File: src/logic/cache_cfg_pkg.sv
package cache_cfg_pkg;

    // cache geometry, all addresses are word addresses
    localparam int ADDR_WIDTH  = 16;
    localparam int INDEX_WIDTH = 6;                        // 64 lines
    localparam int TAG_WIDTH   = ADDR_WIDTH - INDEX_WIDTH;
    localparam int NUM_LINES   = 1 << INDEX_WIDTH;

    localparam int WORD_BYTES  = 4;
    localparam int WORD_WIDTH  = 8 * WORD_BYTES;

    typedef logic [WORD_WIDTH-1:0]  word_t;
    typedef logic [ADDR_WIDTH-1:0]  addr_t;
    typedef logic [INDEX_WIDTH-1:0] index_t;
    typedef logic [TAG_WIDTH-1:0]   tag_t;
    typedef logic [WORD_BYTES-1:0]  be_t;   // one bit per byte lane

endpackage

File: src/logic/cache_bus_pkg.sv
package cache_bus_pkg;
    import cache_cfg_pkg::*;

    // processor side request, held stable while i_cpu_req is high
    typedef struct packed {
        logic  wr;      // 1 = write, 0 = read
        addr_t addr;
        word_t wdata;   // ignored on reads
        be_t   be;      // byte enables for writes
    } cpu_req_t;

    // request towards backing memory
    // same layout as the cpu side, writes go through unchanged
    typedef struct packed {
        logic  wr;
        addr_t addr;
        word_t wdata;
        be_t   be;
    } mem_req_t;

    // one entry of the tag ram
    typedef struct packed {
        logic valid;
        tag_t tag;      // upper address bits of the resident word
    } tag_entry_t;

endpackage

File: src/logic/fwd_ram.sv
`timescale 1ns/100ps

module fwd_ram #(
    parameter type T_ENTRY    = logic [31:0],
    parameter int  LANES      = 4,
    parameter int  DEPTH_BITS = 6
) (
    input  logic                  i_clk,
    input  logic                  i_rst,

    input  logic                  i_ren,
    input  logic                  i_wen,
    input  logic [DEPTH_BITS-1:0] i_raddr,
    input  logic [DEPTH_BITS-1:0] i_waddr,
    input  logic [LANES-1:0]      i_wlanes,
    input  T_ENTRY                i_wdata,
    output T_ENTRY                o_rdata
);

    localparam int WIDTH  = $bits(T_ENTRY);
    localparam int LANE_W = WIDTH / LANES;
    localparam int DEPTH  = 1 << DEPTH_BITS;

    logic [WIDTH-1:0] mem [DEPTH];

    logic [WIDTH-1:0]      w_wbits;
    logic [WIDTH-1:0]      r_rbits;     // array output, old contents on collision
    logic [WIDTH-1:0]      w_merged;
    logic [WIDTH-1:0]      r_wbits;
    logic [LANES-1:0]      r_wlanes;
    logic [DEPTH_BITS-1:0] r_raddr;
    logic [DEPTH_BITS-1:0] r_waddr;
    logic                  r_ren;
    logic                  r_wen;
    logic                  w_isforward;

    if (LANE_W * LANES != WIDTH) begin : g_bad_lanes
        $error("fwd_ram: entry width %0d does not split into %0d lanes", WIDTH, LANES);
    end

    assign w_wbits = i_wdata;

    // inferred simple dual port array, registered read
    always_ff @(posedge i_clk) begin
        if (i_wen) begin
            for (int l = 0; l < LANES; l++) begin
                if (i_wlanes[l]) begin
                    mem[i_waddr][l*LANE_W +: LANE_W] <= w_wbits[l*LANE_W +: LANE_W];
                end
            end
        end
        if (i_ren) begin
            r_rbits <= mem[i_raddr];
        end
    end

    // forwarding state, tracks the write seen alongside the read
    always_ff @(posedge i_clk) begin
        if (i_rst) begin
            r_ren    <= 1'b0;
            r_wen    <= 1'b0;
            r_raddr  <= '0;
            r_waddr  <= '0;
            r_wlanes <= '0;
            r_wbits  <= '0;
        end else begin
            r_ren    <= i_ren;
            r_wen    <= i_wen;
            r_raddr  <= i_raddr;
            r_waddr  <= i_waddr;
            r_wlanes <= i_wlanes;
            r_wbits  <= w_wbits;    // write payload
        end
    end

    assign w_isforward = r_ren && r_wen && (r_raddr == r_waddr);

    // written lanes win over the stale array word
    always_comb begin
        w_merged = r_rbits;
        if (w_isforward) begin
            for (int l = 0; l < LANES; l++) begin
                if (r_wlanes[l]) begin
                    w_merged[l*LANE_W +: LANE_W] = r_wbits[l*LANE_W +: LANE_W];
                end
            end
        end
    end

    assign o_rdata = T_ENTRY'(w_merged);

    // the owner of the write port never issues an empty write
    a_wlanes_set: assert property (@(posedge i_clk) disable iff (i_rst)
        i_wen |-> (i_wlanes != '0))
        else $error("fwd_ram: write enable with no lanes selected");

endmodule

File: src/logic/dcache_ctrl.sv
`timescale 1ns/100ps

module dcache_ctrl
    import cache_cfg_pkg::*, cache_bus_pkg::*;
(
    input  logic       i_clk,
    input  logic       i_rst,

    // processor side, four phase
    input  logic       i_cpu_req,
    input  cpu_req_t   i_cpu_pkt,
    output logic       o_cpu_ack,
    output word_t      o_cpu_rdata,

    // backing memory side, four phase
    output logic       o_mem_req,
    output mem_req_t   o_mem_pkt,
    input  logic       i_mem_ack,
    input  word_t      i_mem_rdata,

    // shared ram controls
    output logic       o_ram_ren,
    output logic       o_ram_wen,
    output index_t     o_ram_raddr,
    output index_t     o_ram_waddr,
    output be_t        o_data_lanes,
    output tag_entry_t o_tag_wdata,
    output word_t      o_data_wdata,
    input  tag_entry_t i_tag_rdata,
    input  word_t      i_data_rdata
);

    typedef enum logic [2:0] {
        ST_INIT,        // clearing valid bits
        ST_IDLE,
        ST_LOOKUP,      // ram read
        ST_COMPARE,     // tag check
        ST_MEM_REQ,     // memory req high, waiting for ack
        ST_MEM_REL,     // req dropped, waiting for ack to fall
        ST_RESPOND      // cpu ack high until req drops
    } state_t;

    state_t   r_state;
    index_t   r_init_idx;
    cpu_req_t r_req;        // current transaction
    logic     r_hit;        // write hit, kept for the memory phase

    index_t   w_index;
    tag_t     w_tag;
    logic     w_hit;
    logic     w_mem_done;

    // split the latched address
    assign w_index = r_req.addr[INDEX_WIDTH-1:0];
    assign w_tag   = r_req.addr[ADDR_WIDTH-1:INDEX_WIDTH];

    assign w_hit      = i_tag_rdata.valid && (i_tag_rdata.tag == w_tag);
    assign w_mem_done = (r_state == ST_MEM_REQ) && i_mem_ack;

    assign o_ram_ren   = (r_state == ST_LOOKUP);
    assign o_ram_raddr = w_index;

    // ram write port, init walk or end of memory handshake
    always_comb begin
        o_ram_wen    = 1'b0;
        o_ram_waddr  = w_index;
        o_data_lanes = '0;
        o_tag_wdata  = '{valid: 1'b1, tag: w_tag};
        o_data_wdata = r_req.wdata;
        if (r_state == ST_INIT) begin
            o_ram_wen    = 1'b1;
            o_ram_waddr  = r_init_idx;
            o_data_lanes = '1;
            o_tag_wdata  = '0;     // valid cleared
            o_data_wdata = '0;
        end else if (w_mem_done) begin
            if (!r_req.wr) begin
                // refill the whole line from memory
                o_ram_wen    = 1'b1;
                o_data_lanes = '1;
                o_data_wdata = i_mem_rdata;
            end else if (r_hit && (r_req.be != '0)) begin
                o_ram_wen    = 1'b1;    // write hit, tag rewritten unchanged
                o_data_lanes = r_req.be;
            end
        end
    end

    // control state
    always_ff @(posedge i_clk) begin
        if (i_rst) begin
            r_state    <= ST_INIT;
            r_init_idx <= '0;
            r_hit      <= 1'b0;
            o_cpu_ack  <= 1'b0;
            o_mem_req  <= 1'b0;
        end else begin
            case (r_state)
                ST_INIT: begin
                    r_init_idx <= r_init_idx + 1'b1;
                    if (r_init_idx == index_t'(NUM_LINES - 1)) begin
                        r_state <= ST_IDLE;
                    end
                end
                ST_IDLE: begin
                    if (i_cpu_req) begin
                        r_state <= ST_LOOKUP;
                    end
                end
                ST_LOOKUP: begin
                    r_state <= ST_COMPARE;
                end
                ST_COMPARE: begin
                    r_hit <= w_hit;
                    if (!r_req.wr && w_hit) begin
                        o_cpu_ack <= 1'b1;     // read hit, answer from the ram
                        r_state   <= ST_RESPOND;
                    end else begin
                        o_mem_req <= 1'b1;     // read miss or write through
                        r_state   <= ST_MEM_REQ;
                    end
                end
                ST_MEM_REQ: begin
                    if (i_mem_ack) begin
                        o_mem_req <= 1'b0;
                        o_cpu_ack <= 1'b1;
                        r_state   <= ST_MEM_REL;
                    end
                end
                ST_MEM_REL: begin
                    if (!i_mem_ack) begin
                        r_state <= ST_RESPOND;
                    end
                end
                ST_RESPOND: begin
                    if (!i_cpu_req) begin
                        o_cpu_ack <= 1'b0;
                        r_state   <= ST_IDLE;
                    end
                end
                default: begin
                    r_state <= ST_INIT;
                end
            endcase
        end
    end

    // payload registers
    always_ff @(posedge i_clk) begin
        if ((r_state == ST_IDLE) && i_cpu_req) begin
            r_req <= i_cpu_pkt;
        end
        if (r_state == ST_COMPARE) begin
            o_mem_pkt <= '{wr: r_req.wr, addr: r_req.addr, wdata: r_req.wdata, be: r_req.be};
            if (!r_req.wr) begin
                o_cpu_rdata <= i_data_rdata;   // only used on a hit
            end
        end
        if (w_mem_done && !r_req.wr) begin
            o_cpu_rdata <= i_mem_rdata;
        end
    end

    // memory sees a steady packet for the whole request
    a_mem_pkt_stable: assert property (@(posedge i_clk) disable iff (i_rst)
        (o_mem_req && $past(o_mem_req)) |-> $stable(o_mem_pkt))
        else $error("dcache_ctrl: memory packet changed during request");

    // ack was registered while req was still high
    a_ack_needs_req: assert property (@(posedge i_clk) disable iff (i_rst)
        $rose(o_cpu_ack) |-> $past(i_cpu_req))
        else $error("dcache_ctrl: cpu ack raised without a request");

endmodule

File: src/logic/dcache_top.sv
`timescale 1ns/100ps

module dcache_top
    import cache_cfg_pkg::*, cache_bus_pkg::*;
(
    input  logic     i_clk,
    input  logic     i_rst,

    input  logic     i_cpu_req,
    input  cpu_req_t i_cpu_pkt,
    output logic     o_cpu_ack,
    output word_t    o_cpu_rdata,

    output logic     o_mem_req,
    output mem_req_t o_mem_pkt,
    input  logic     i_mem_ack,
    input  word_t    i_mem_rdata
);

    logic       w_ram_ren;
    logic       w_ram_wen;
    index_t     w_ram_raddr;
    index_t     w_ram_waddr;
    be_t        w_data_lanes;
    tag_entry_t w_tag_wdata;
    tag_entry_t w_tag_rdata;
    word_t      w_data_wdata;
    word_t      w_data_rdata;

    dcache_ctrl u_ctrl (
        .i_clk        (i_clk),
        .i_rst        (i_rst),
        .i_cpu_req    (i_cpu_req),
        .i_cpu_pkt    (i_cpu_pkt),
        .o_cpu_ack    (o_cpu_ack),
        .o_cpu_rdata  (o_cpu_rdata),
        .o_mem_req    (o_mem_req),
        .o_mem_pkt    (o_mem_pkt),
        .i_mem_ack    (i_mem_ack),
        .i_mem_rdata  (i_mem_rdata),
        .o_ram_ren    (w_ram_ren),
        .o_ram_wen    (w_ram_wen),
        .o_ram_raddr  (w_ram_raddr),
        .o_ram_waddr  (w_ram_waddr),
        .o_data_lanes (w_data_lanes),
        .o_tag_wdata  (w_tag_wdata),
        .o_data_wdata (w_data_wdata),
        .i_tag_rdata  (w_tag_rdata),
        .i_data_rdata (w_data_rdata)
    );

    // tag ram, whole entry in a single lane
    fwd_ram #(
        .T_ENTRY    (tag_entry_t),
        .LANES      (1),
        .DEPTH_BITS (INDEX_WIDTH)
    ) u_tag_ram (
        .i_clk    (i_clk),
        .i_rst    (i_rst),
        .i_ren    (w_ram_ren),
        .i_wen    (w_ram_wen),
        .i_raddr  (w_ram_raddr),
        .i_waddr  (w_ram_waddr),
        .i_wlanes (1'b1),
        .i_wdata  (w_tag_wdata),
        .o_rdata  (w_tag_rdata)
    );

    fwd_ram #(
        .T_ENTRY    (word_t),
        .LANES      (WORD_BYTES),
        .DEPTH_BITS (INDEX_WIDTH)
    ) u_data_ram (
        .i_clk    (i_clk),
        .i_rst    (i_rst),
        .i_ren    (w_ram_ren),
        .i_wen    (w_ram_wen),
        .i_raddr  (w_ram_raddr),
        .i_waddr  (w_ram_waddr),
        .i_wlanes (w_data_lanes),
        .i_wdata  (w_data_wdata),
        .o_rdata  (w_data_rdata)
    );

endmodule

File: config.mk
export PLATFORM = sky130hd
export DESIGN_NAME = dcache_top
export DESIGN_NICKNAME = d
export VERILOG_FILES = /design/src/logic/cache_cfg_pkg.sv /design/src/logic/cache_bus_pkg.sv /design/src/logic/fwd_ram.sv /design/src/logic/dcache_ctrl.sv /design/src/logic/dcache_top.sv
export SDC_FILE = /design/constraint.sdc
export NUM_CORES = 2
export LEC_CHECK = 0
export ABC_CLOCK_PERIOD_IN_PS = 12700
export BUFFER_PORTS_ARGS = -buffer_cell sky130_fd_sc_hd__buf_4
export CORE_MARGIN = 3
export CORE_UTILIZATION = 59
export CTS_CLUSTER_SIZE = 24
export DETAILED_ROUTE_END_ITERATION = 12
export PLACE_DENSITY_LB_ADDON = 0.05
export SYNTH_ARGS = -nofsm -noshare
export SYNTH_HDL_FRONTEND = slang
export SYNTH_HIERARCHICAL = 1
export SYNTH_SLANG_ARGS = --single-unit
File: constraint.sdc
create_clock -name i_clk -period 12.7 [get_ports i_clk]
set_input_delay 3.81 -clock i_clk [delete_from_list [all_inputs] [get_ports i_clk]]
set_output_delay 3.81 -clock i_clk [all_outputs]
set_load 0.005 [all_outputs]
==> results.json <==
{
  "status": "finished, final reports clean",
  "cts.path.max_buffers": 4,
  "critPathMaxFanout": 11,
  "grt_max_degree": 106,
  "reg2reg_depth": 9,
  "postCtsSetupBuffers": 0,
  "yosys-top-cells-area": "edfxtp_1 76%, mux4_2 12%, mux2i_1 1.9%",
  "dp_hpwl_mm": 206.9,
  "finalSetupViolCount": 0,
  "worstSkewPairLatency_ns": 0.93,
  "start_util_pct": 59.53,
  "synth_edf_count": 2933,
  "crit_family": "simple AND/OR/NAND/NOR gates",
  "seq_area_frac_synth_pct": 77.23,
  "grt_pass1_vias": 57900,
  "finalNetCount": 5989,
  "cts_buffers": 313,
  "drc_errors": 0,
  "drv_slew": 0,
  "synthCells": 5623,
  "ys_ff_latch": 3021,
  "cpMaxStageDelayCell": "nor2_1",
  "min_period_over_period_pct": 51.12,
  "synth_top_area_share_pct": 75.71,
  "crit_path_end_kind": "flip-flop",
  "power.total_mw": 24.65,
  "track_usage_pct": 33.16,
  "p_leak_nw": 42.95,
  "path_clk_slew_ns": 0.06,
  "rr_endpoint": "u_data_ram/r_rbits[15]$_DFFE_PP_",
  "netlist-cell-type-count": 65,
  "rsz0062_at_grt": "false",
  "via_per_inst": 6.821,
  "die_height_um": 450.0,
  "areaGrowthSynthToFinish_pct": 12.17,
  "slew_headroom_pct": 13.62,
  "period_minus_slack_ns": 6.492,
  "drt_pass1_iterations": 6,
  "die_area_sq_um": 202500,
  "grt_overflow": 0,
  "r2r_start": "u_ctrl/o_ram_raddr[0]$_DFFE_PP_",
  "drive_gt1_share_pct": 24.42,
  "drtIter0Drc": 9024,
  "row_count": 162,
  "crit_path_cell_trace": "buf_4 > nand3_1 > buf_4 > a21oi_1 > nor2_1 > inv_1 > nand2_1 > nor2_1 > nand3_1 > nor2_1",
  "ff_latch_area_sq_um": 89840,
  "synthArstFlopShare_pct": 0,
  "syn_avg_cell_area_sq_um": 20.69,
  "maxCapViolCount": 0,
  "rrSetupSlack_ns": 6.96,
  "antenna_found_initial": 27,
  "nFillCells": 12440,
  "fp.dieW_um": 450.0,
  "ios": 176,
  "peakVddDrop_mv": 0.2172,
  "synthTopCellsByCount": "2933 x edfxtp_1, 642 x mux4_2, 373 x nor2_1",
  "synthFlopType": "edfxtp_1",
  "critPathLaunchType": "primary input",
  "cts_root_buffer": "clkbuf_16",
  "tritoncts": "done",
  "setup_tns_ns": 0,
  "cts_resized": 0,
  "cts.sinks": 3021,
  "multiInputGateArea_sq_um": 25140,
  "whs_endpoint": "u_ctrl/o_mem_pkt[9]$_DFFE_PN_",
  "worstMarginPinSlew_ns": 1.293,
  "vias": 59910,
  "hold_violations": 0,
  "grt_pass1_wl_mm": 464.7,
  "numPortBuffers": 175,
  "gp_congestion": 0.8933,
  "power-per-cell-area_nw_per_um2": 188.9,
  "min_path_type": "flip-flop to flip-flop",
  "path_class": "primary input to flip-flop",
  "netlist_area_sq_um": 116300,
  "cpMostUsedCell": "nor2_1",
  "drt_wl_total_mm": 334.2,
  "finClkSkew_ns": 0.03449,
  "fmaxAchievable_ghz": 0.1540,
  "synth_top_area_cell": "edfxtp_1",
  "cts_hold_buf": 0,
  "htreeDepth": 5,
  "final_antenna_net_count": 0,
  "slowest_delay_ns": 1.03,
  "holdPathStages": 0,
  "cp.arrival_ns": 7.03,
  "min-delay-start": "u_ctrl/r_req[9]$_DFFE_PP_",
  "wl_per_cell_um": 38.05,
  "ys.warnings.count": 6,
  "yosysMostFrequentCell": "edfxtp_1",
  "core-area_sq_um": 195400,
  "required_ns": 13.24,
  "path_buf_inv": 3
}
==> worst max-delay path by stage <==
stage	start	to	slack [ns]	depth (start not counted)
6_report	i_mem_ack	u_tag_ram/mem[38][4]$_DFFE_PP_	6.21	10
5_1_grt	i_mem_ack	u_tag_ram/mem[38][1]$_DFFE_PP_	6.07	10
4_1_cts	i_mem_ack	u_tag_ram/mem[38][1]$_DFFE_PP_	6.13	10
3_5_place_dp	i_mem_ack	u_tag_ram/mem[38][10]$_DFFE_PP_	5.34	10
3_3_place_gp	i_mem_ack	u_tag_ram/mem[38][2]$_DFFE_PP_	5.38	10
2_1_floorplan	i_cpu_req	u_ctrl/o_ram_raddr[0]$_DFFE_PP_	3.23	2
==> state kept, by name (all words and copies together), names as in the netlist, 3 cells and up <==
| name | count |
|---|---|
| u_data_ram/r_raddr | 6 |
| u_data_ram/r_wlanes | 4 |
| u_tag_ram/r_wbits | 11 |
| u_data_ram/r_rbits | 32 |
| u_tag_ram/r_waddr | 6 |
| u_tag_ram/mem | 704 |
| u_ctrl/r_req | 47 |
| u_ctrl/o_cpu_rdata | 32 |
| u_ctrl/r_init_idx | 6 |
| u_data_ram/mem | 2048 |
| u_data_ram/r_waddr | 6 |
| u_tag_ram/r_raddr | 6 |
| u_ctrl/o_ram_raddr | 6 |
| u_ctrl/r_state | 3 |
| u_data_ram/r_wbits | 32 |
| u_tag_ram/r_rbits | 11 |
| u_ctrl/o_mem_pkt | 53 |
==> metal layers <==
metal / up-vias / share of wire, % / routed length [um] / track usage (%)
li1: 23700 / - / - / -
met1: 31140 / 37 / 124500 / 47.34
met2: 4279 / 44 / 148200 / 47.37
met3: 780 / 12 / 40080 / 8.887
met4: 14 / 6.4 / 21390 / 18.05
met5: - / 0.027 / 91 / 0
==> cell type report <==
type | instances | share of cell area, %
tap | 2624 | 2.516
multi-input combinational | 2267 | 19.27
sequential | 3021 | 68.85
clock buffer | 391 | 6.419
clock inverter | 160 | 1.188
inverter | 9 | 0.02685
timing repair buffer | 287 | 1.689
antenna | 25 | 0.04794
==> stage by stage <==
stage	util (%)	worst slack, ns	hold slack, ns	cells	area (sq um)
after global placement	61.67	5.380	0.4645	8208	120500
after floorplan	-	3.234	0.4206	5625	116300
after CTS	66.75	6.134	0.4650	8759	130400
after detailed placement	61.67	5.343	0.4608	8208	120500
final	66.78	6.208	0.4660	8784	130500
after global routing	66.76	6.071	0.4776	8764	130400
==> placed cells by master, fill, tap and decap left out, types with 85 or more instances in the layout <==
master and instances:
nor2b_1 89, nand2_1 259, dfxtp_1 88, mux4_2 642
edfxtp_1 2933, nor2_1 369, mux2i_1 217, a221oi_1 85
clkbuf_16 321, buf_4 283
==> kinds of logic after synthesis <==
kind of cell	after synthesis	share of synthesized area, %
buf+inv	337	1.595
xor+xnor	27	0.2033
compound gates	459	2.816
simple gates	858	3.269
fa+ha+maj	1	0.01075
flops	3021	77.23
other cells	1	0.003224
mux	919	14.88
==> power breakdown <==
group	switching [mW]	internal (mW)
Clock	3.66	5.29
Sequential	0.182	12.2
Combinational	2.64	0.704
Total	6.48	18.2
Note: power is estimated with default switching activity, not from simulation.
